===== src/hw/cache_cfg.svh =====
`ifndef CACHE_CFG_SVH
`define CACHE_CFG_SVH

// Byte offset within a line
`define CACHE_OFFSET_W 4

// Set index bits
`define CACHE_INDEX_W 3

// log2 of the associativity
`define CACHE_WAY_W 2

// Line width in bits, one byte per offset value
`define CACHE_LINE_W (8 * (1 << `CACHE_OFFSET_W))

// Remaining upper address bits
`define CACHE_TAG_W (32 - `CACHE_INDEX_W - `CACHE_OFFSET_W)

`define CACHE_SETS (1 << `CACHE_INDEX_W)

`define CACHE_WAYS (1 << `CACHE_WAY_W)

`endif


===== src/hw/cache_pkg.sv =====
`include "cache_cfg.svh"

package cache_pkg;

    // Byte address split for the array lookup
    typedef struct packed {
        logic [`CACHE_TAG_W-1:0]    tag;
        logic [`CACHE_INDEX_W-1:0]  index;
        logic [`CACHE_OFFSET_W-1:0] offset;
    } addr_fields_t;

    // Same 32 bits, flat or split
    typedef union packed {
        logic [31:0]  word;
        addr_fields_t fields;
    } addr_u;

    typedef struct packed {
        logic                     write;
        addr_u                    addr;
        logic [`CACHE_LINE_W-1:0] wdata;
    } cpu_req_t;

    typedef struct packed {
        logic [`CACHE_LINE_W-1:0] rdata;
    } cpu_resp_t;

    // Line-aligned memory request, read or writeback
    typedef struct packed {
        logic                     write;
        logic [31:0]              addr;
        logic [`CACHE_LINE_W-1:0] wdata;
    } mem_req_t;

    typedef enum logic [2:0] {
        IDLE,
        LOOKUP,
        RESPOND,
        WRITEBACK,
        FILL_REQ,
        FILL_WAIT
    } ctrl_state_e;

endpackage


===== src/hw/cache_control.sv =====
`timescale 1ns/1ps

module cache_control (
    input  logic clk,
    input  logic rst_n,
    input  logic req_valid,
    input  logic resp_ready,
    input  logic mem_req_ready,
    input  logic mem_resp_valid,
    input  logic req_write,
    input  logic hit,
    input  logic victim_dirty,
    output logic req_ready,
    output logic resp_valid,
    output logic mem_req_valid,
    output logic mem_req_write,
    output logic lookup_en,
    output logic capture_req,
    output logic load_en,
    output logic wb_load,
    output logic sel_wb_addr,
    output logic new_dirty,
    output logic lru_load
);

    cache_pkg::ctrl_state_e state;
    cache_pkg::ctrl_state_e next_state;

    // Set in the second LOOKUP cycle when way outputs are valid
    logic looked;
    logic decide;
    logic write_q;

    assign capture_req = req_ready && req_valid;
    assign lookup_en   = (state == cache_pkg::LOOKUP) && !looked;
    assign decide      = (state == cache_pkg::LOOKUP) && looked;
    assign lru_load    = decide && hit;
    assign wb_load     = decide && !hit && victim_dirty;
    assign new_dirty   = decide && write_q;
    assign sel_wb_addr = (state == cache_pkg::WRITEBACK);

    // Write hit or fill return
    assign load_en = (decide && hit && write_q)
                   || ((state == cache_pkg::FILL_WAIT) && mem_resp_valid);

    always_comb begin
        next_state = state;
        case (state)
            cache_pkg::IDLE:      if (capture_req) next_state = cache_pkg::LOOKUP;
            cache_pkg::LOOKUP: begin
                if (looked) begin
                    if (hit) begin
                        next_state = cache_pkg::RESPOND;
                    end else if (victim_dirty) begin
                        next_state = cache_pkg::WRITEBACK;
                    end else begin
                        next_state = cache_pkg::FILL_REQ;
                    end
                end
            end
            cache_pkg::RESPOND:   if (resp_ready) next_state = cache_pkg::IDLE;
            cache_pkg::WRITEBACK: if (mem_req_ready) next_state = cache_pkg::FILL_REQ;
            cache_pkg::FILL_REQ:  if (mem_req_ready) next_state = cache_pkg::FILL_WAIT;
            cache_pkg::FILL_WAIT: if (mem_resp_valid) next_state = cache_pkg::LOOKUP;
            default:              next_state = cache_pkg::IDLE;
        endcase
    end

    // Handshake outputs registered from the next state
    always_ff @(posedge clk) begin
        if (!rst_n) begin
            state         <= cache_pkg::IDLE;
            looked        <= 1'b0;
            req_ready     <= 1'b0;
            resp_valid    <= 1'b0;
            mem_req_valid <= 1'b0;
            mem_req_write <= 1'b0;
        end else begin
            state         <= next_state;
            looked        <= lookup_en;
            req_ready     <= (next_state == cache_pkg::IDLE);
            resp_valid    <= (next_state == cache_pkg::RESPOND);
            mem_req_valid <= (next_state == cache_pkg::WRITEBACK)
                          || (next_state == cache_pkg::FILL_REQ);
            mem_req_write <= (next_state == cache_pkg::WRITEBACK);
        end
    end

    always_ff @(posedge clk) begin
        if (capture_req) begin
            write_q <= req_write;
        end
    end

    a_mem_req_hold: assert property (@(posedge clk) disable iff (!rst_n)
        mem_req_valid && !mem_req_ready |=> mem_req_valid);

    // RESPOND is entered only from a hit and left only on resp_ready
    a_resp_after_hit: assert property (@(posedge clk) disable iff (!rst_n)
        resp_valid |-> ($past(decide && hit) || $past(resp_valid && !resp_ready)));

endmodule


===== config.mk =====
export PLATFORM = sky130hd
export DESIGN_NAME = cache_control
export DESIGN_NICKNAME = d
export VERILOG_FILES = /design/src/hw/cache_pkg.sv /design/src/hw/cache_control.sv
export VERILOG_INCLUDE_DIRS = /design/src /design/src/hw
export SDC_FILE = /design/constraint.sdc
export NUM_CORES = 1
export LEC_CHECK = 0
export ABC_CLOCK_PERIOD_IN_PS = 1600
export BUFFER_PORTS_ARGS = -buffer_cell sky130_fd_sc_hd__buf_4
export CAP_MARGIN = 10
export CORE_AREA = 2 2 39 41
export CTS_CLUSTER_DIAMETER = 200
export DETAILED_ROUTE_END_ITERATION = 7
export DIE_AREA = 0 0 41 43
export PLACE_DENSITY = 0.7
export SYNTH_ARGS = -nofsm -noshare
export SYNTH_HDL_FRONTEND = slang
export SYNTH_SLANG_ARGS = --single-unit

===== constraint.sdc =====
create_clock -name clk -period 1.6 [get_ports clk]
set_input_delay 0.08 -clock clk [delete_from_list [all_inputs] [get_ports clk]]
set_output_delay 0.08 -clock clk [all_outputs]
set_load 0.01 [all_outputs]

==> flow_summary.json, run 1 <==
{
  "yosysMostFrequentCell": "dfxtp_1",
  "cts.sinks": 9,
  "min_path_type": "primary input to register",
  "synth-edff-count": 1,
  "yosysTopAreaCellShare": 0.339,
  "vias": 412,
  "p_switching_uw": 121,
  "cts_made_buffers": 3,
  "port_buffers": 19,
  "post-route-drc-count": 0,
  "finalPower_uw": 500,
  "critPathBufInv": 0,
  "timing.fmax_mhz": 690,
  "setup_tns_ns": 0,
  "postSynth.asyncResetShare": 0,
  "grt_overflow": 0,
  "syn_area_um2": 473,
  "diodes": 0,
  "ir_drop_mv": 0.526,
  "synthAdderAreaFrac": 0,
  "root_buffer": "clkbuf_4",
  "firstDrtPassIters": 2,
  "clk_pin_slew_ns": 0.06,
  "drive_above_1_share": 0.429,
  "syn_nets": 57,
  "path_cells": "and3b_2 -> a32o_1 -> o21ai_1 -> mux2i_1",
  "min_period_ns": 1.45,
  "synthSimpleGateAreaFrac": 0.323,
  "cts_htree_levels": 1,
  "rrSetupSlack_ns": 0.15,
  "p_int_uw": 379,
  "grt_usage": 0.131,
  "multi_input_area_um2": 253,
  "drt_wl_total_um": 928,
  "die_w_um": 41,
  "synth_xor_area_frac": 0,
  "cts_tree": "built",
  "ant_nets": 0,
  "crit_family": "flip-flops",
  "vias_per_cell": 4.79,
  "p_sw_frac": 0.242,
  "pwr-share-comb": 0.159,
  "cts_buffer_depth": 2,
  "dr.first_iter.drc_count": 1,
  "coreArea_um2": 1380,
  "grt_setup_unrepaired": "no",
  "skew_ns": 0.00166,
  "clock_power_share": 0.343,
  "critPathMaxStageDelay_ns": 0.53,
  "placed_area_um2": 617,
  "finalCritPeriodShare": 0.905,
  "grt_max_degree": 11,
  "rows": 14,
  "synthMuxAreaShare": 0.0212,
  "ff_latch_area_um2": 191,
  "cp.required_ns": 1.73,
  "areaGrowthSynthToFinish_pct": 38.4,
  "dieArea_um2": 1760,
  "drv_slew": 0,
  "cp_max_fo": 10,
  "seqPwrFrac": 0.498,
  "synth_top_family_by_area": "simple AND/OR/NAND/NOR gates",
  "leakage_uw": 0.000285,
  "netlist_top_cells_area": "dfxtp_1 34%, and2_1 6.6%, edfxtp_1 6.3%",
  "ys_types": 26,
  "power.density_nw_per_um2": 765,
  "synth_top_area_cell": "dfxtp_1",
  "ios": 20,
  "globalplace.congestion": 0.685,
  "antenna_found_initial": 0,
  "die_y_um": 43,
  "clk_latency_ns": 0.25,
  "setup_viol": 0,
  "hpwlAfterDp_um": 763,
  "arrival_ns": 1.58,
  "crit_type": "register to register",
  "syn_avg_cell_area_um2": 9.85,
  "start_util": 0.342,
  "num-fill-cells": 138,
  "endpoint_kind": "register",
  "ys_warn_count": 0,
  "grt_pass1_vias": 383,
  "wire_per_inst_um": 10.8,
  "cp-start-kind": "register",
  "tightestPinTransition_ns": 0.448,
  "status": "finished clean",
  "hold_slack_ns": 0.0700,
  "finalInstanceArea_um2": 654,
  "final_nets": 80,
  "seq_area_frac_synth": 0.402,
  "synthCells": 48,
  "ys_ff_latch": 9,
  "synth_common_cells": "8 x dfxtp_1, 5 x and2_1, 5 x nand2_1, 4 x nor2_1, 3 x nor2b_1",
  "slowest_stage": "dfxtp_1",
  "maxCapViolations": 0,
  "grt_pass1_wl_um": 1550,
  "hold_viol": 0,
  "synth_compound_area_frac": 0.190,
  "slew_headroom": 0.701,
  "ys.flop_type": "dfxtp_1"
}
[power groups by stage]
stage	Clock, µW	Sequential (µW)	Combinational, µW
after global routing	189	251	87.3
final	172	249	79.7
after global placement	0	253	77.4
after detailed placement	0	254	78.8
after floorplan	0	248	47.9
after CTS	178	248	80.5
[worst paths after layout]
kind | start | end | depth (start not counted)
setup / recovery | state[2] | mem_req_valid | 4
setup reg to reg | state[2] | mem_req_valid | 4
hold reg to reg | req_ready | write_q | 1
hold / removal | rst_n | looked | 2
[logic make-up (layout without fill, tap and decap cells)]
kind of cell           after synthesis  count (layout)
flip-flops                           9               9
buffers and inverters                5              27
AND/OR/NAND/NOR                     25              25
AO/OA/AOI/OAI                        8               8
multiplexers                         1               1
[sequential cells by signal, indices dropped and copies added (netlist names)]
| name | flops |
|---|---|
| state | 3 |
| looked | 1 |
| write_q | 1 |
| resp_valid | 1 |
| mem_req_valid | 1 |
| mem_req_write | 1 |
| req_ready | 1 |
[cell type report]
| type | instances | share of cell area |
|---|---|---|
| multi-input combinational | 34 | 0.386 |
| clock buffer | 4 | 0.0402 |
| inverter | 3 | 0.0172 |
| sequential | 9 | 0.293 |
| timing repair buffer | 20 | 0.233 |
| tap | 16 | 0.0306 |
[through the flow]
stage	cells	utilization	setup slack (ns)
after floorplan	48	-	0.349
after global placement	81	0.446	0.234
after detailed placement	81	0.446	0.194
after CTS	86	0.472	0.0493
after global routing	86	0.473	0.0194
final	86	0.473	0.152
[metal layers]
metal / up-vias / GRT usage / routed length, µm
li1: 215 / - / -
met1: 182 / 0.159 / 431
met2: 13 / 0.197 / 412
met3: 2 / 0.0471 / 80
met4: 0 / 0.0600 / 4
met5: - / 0 / 0
[timing repair]
action,in CTS,in global routing
buffers inserted,0,0
hold endpoints to repair,1,0
hold buffers,1,0
gates resized for setup,0,1
setup endpoints to repair,0,2
[layout by cell type (no fill, tap or decap)]
cell	n
a32o_1	1
clkbuf_1	1
nand2_1	5
a2111oi_4	1
a21oi_1	1
nor3b_1	1
nor2b_1	3
and2_1	5
o2bb2ai_1	1
nor4_2	1
inv_1	2
buf_4	19
a2bb2oi_1	1
dlygate4sd3_1	1
o21ai_2	1
nor2b_2	1
o21ai_1	1
dfxtp_2	1
clkbuf_4	3
nor2_1	4
nor4b_1	1
nand4bb_1	1
inv_2	1
edfxtp_1	1
nor3_1	2
mux2i_1	1
and3b_2	1
o32ai_2	1
dfxtp_1	7
(Power assumes the default switching activity.)
==> inputs of run 2 (changes only) <==
- CTS_BUF_LIST: not set -> sky130_fd_sc_hd__clkbuf_4 sky130_fd_sc_hd__clkbuf_8
==> run 2 against run 1 <==
  * First-iteration DRC count rose by 100%
  * Core utilization increased by 0.27 points
  * Hold slack worse by 0.0015 ns
  * Non-clock buffer count is the same
  * Sequential share of layout area fell by 0.17 points
  * Die area is the same
  * Sequential cell count unchanged
  * Register-to-register slack about the same
  * Via count increased by 0.24%
  * Clock-buffer cell count stayed put
==> flow_summary.json, run 2 (synthesized netlist as in run 1, its figures left out) <==
{
  "final_common_cell": "buf_4",
  "hold-path-cell-count": 2,
  "cts_made_buffers": 3,
  "cts_tree": "built",
  "die_y_um": 43,
  "setup_tns_ns": 0,
  "rrSetupSlack_ns": 0.15,
  "dp.cells": 81,
  "power.density_nw_per_um2": 786,
  "status": "finished clean",
  "rr_endpoint": "mem_req_valid",
  "timing.fmax_mhz": 688,
  "drive_above_1_share": 0.443,
  "drv_slew": 0,
  "crit_type": "register to register",
  "dr.first_iter.drc_count": 2,
  "ant_nets": 0,
  "final_nets": 80,
  "slew_headroom": 0.700,
  "start_util": 0.342,
  "vias": 413,
  "min_period_ns": 1.45,
  "grt_pass1_vias": 384,
  "cp-start-kind": "register",
  "post-place-ws_ns": 0.194,
  "rows": 14,
  "wl_met3_um": 80,
  "endpoint_kind": "register",
  "post-route-drc-count": 0,
  "min_path_type": "primary input to register",
  "cts_htree_levels": 1,
  "arrival_ns": 1.58,
  "top_layer": "met4",
  "hold_viol": 0,
  "diodes": 0,
  "clk_pin_slew_ns": 0.06,
  "largest_register_ff_count": 3,
  "rr_worst_depth": 4,
  "die_w_um": 41,
  "port_buffers": 19,
  "p_sw_frac": 0.235,
  "grt_usage": 0.131,
  "skew_ns": 0.00164,
  "most-common-layout-cells": "19 x buf_4, 7 x dfxtp_1, 5 x and2_1, 5 x nand2_1",
  "leakage_uw": 0.000289,
  "placed_area_um2": 617,
  "finalInstanceArea_um2": 658,
  "cp_max_fo": 10,
  "firstDrtPassIters": 2,
  "rr_startpoint": "state[2]",
  "grt_pass1_wl_um": 1550,
  "cts_buffer_depth": 2,
  "root_buffer": "clkbuf_4",
  "finalPower_uw": 517,
  "ir_drop_mv": 0.526,
  "finalCritPeriodShare": 0.908,
  "maxCapViolations": 0,
  "antenna_found_initial": 0,
  "tightestPinTransition_ns": 0.450,
  "coreArea_um2": 1380,
  "hold_end": "looked",
  "top_register": "state",
  "hpwlAfterDp_um": 763,
  "dieArea_um2": 1760,
  "wl_met2_um": 414,
  "clk_latency_ns": 0.25,
  "cp.required_ns": 1.73,
  "p_switching_uw": 121,
  "wire_per_inst_um": 10.8,
  "setup_viol": 0,
  "clock_power_share": 0.364,
  "hp-start": "rst_n",
  "cts.sinks": 9,
  "grt_overflow": 0,
  "finalNonFillerCells": 86,
  "areaGrowthSynthToFinish_pct": 39.2,
  "worst_slack_ns": 0.147,
  "grt_max_degree": 11,
  "globalplace.congestion": 0.685,
  "grt_setup_unrepaired": "no",
  "ios": 20,
  "drt_wl_total_um": 930,
  "met1_length_um": 430,
  "vias_per_cell": 4.80,
  "p_int_uw": 396,
  "pwr-share-comb": 0.154,
  "seqPwrFrac": 0.481
}
## run 2: cell counts in the layout (fill, tap and decap cells not counted)
No cell type changed its count.
## run 2: power by group through the flow
stage	clock, µW	combinational [µW]	sequential [µW]
after floorplan	0	47.9	248
after detailed placement	0	78.8	254
final	189	79.7	249
after global placement	0	77.4	253
after CTS	195	80.5	248
after global routing	205	87.4	251
## run 2: timing repair
item	4_1_cts	5_1_grt
setup endpoints to repair	0	2
hold endpoints to repair	1	0
setup buffers	0	0
gates resized for setup	0	1
hold buffers	1	0
## run 2: critical path, stage by stage (launching register included)
cell and delay (ns):
dfxtp_1 0.54, and3b_2 0.26, a32o_1 0.23, o21ai_1 0.20
mux2i_1 0.09
## run 2: cell type report
| class | count | area (µm²) |
|---|---|---|
| well taps | 16 | 20.0 |
| multi-input cells | 34 | 253 |
| clock buffers | 4 | 30.0 |
| inverters | 3 | 11.3 |
| repair buffers | 20 | 153 |
| flip-flops and latches | 9 | 191 |
| fillers | 137 | 726 |
## run 2: how the worst max path moves through the flow
stage	start	to	slack, ns
floorplan	state[0]	mem_req_valid	0.35
global placement	state[2]	req_ready	0.23
detailed placement	state[2]	mem_req_valid	0.19
CTS	state[0]	load_en	0.05
global route	state[0]	load_en	0.02
finish	state[2]	mem_req_valid	0.15
## run 2: layer usage
metal,vias up,track usage
met5,-,0
met4,0,0.0600
met3,2,0.0471
met2,13,0.197
met1,184,0.159
li1,214,-
## run 2: through the flow
step | hold slack, ns | util
after floorplan | 0.179 | -
after global placement | 0.259 | 0.446
after detailed placement | 0.260 | 0.446
after CTS | 0.0610 | 0.475
after global routing | 0.0784 | 0.476
final | 0.0685 | 0.476
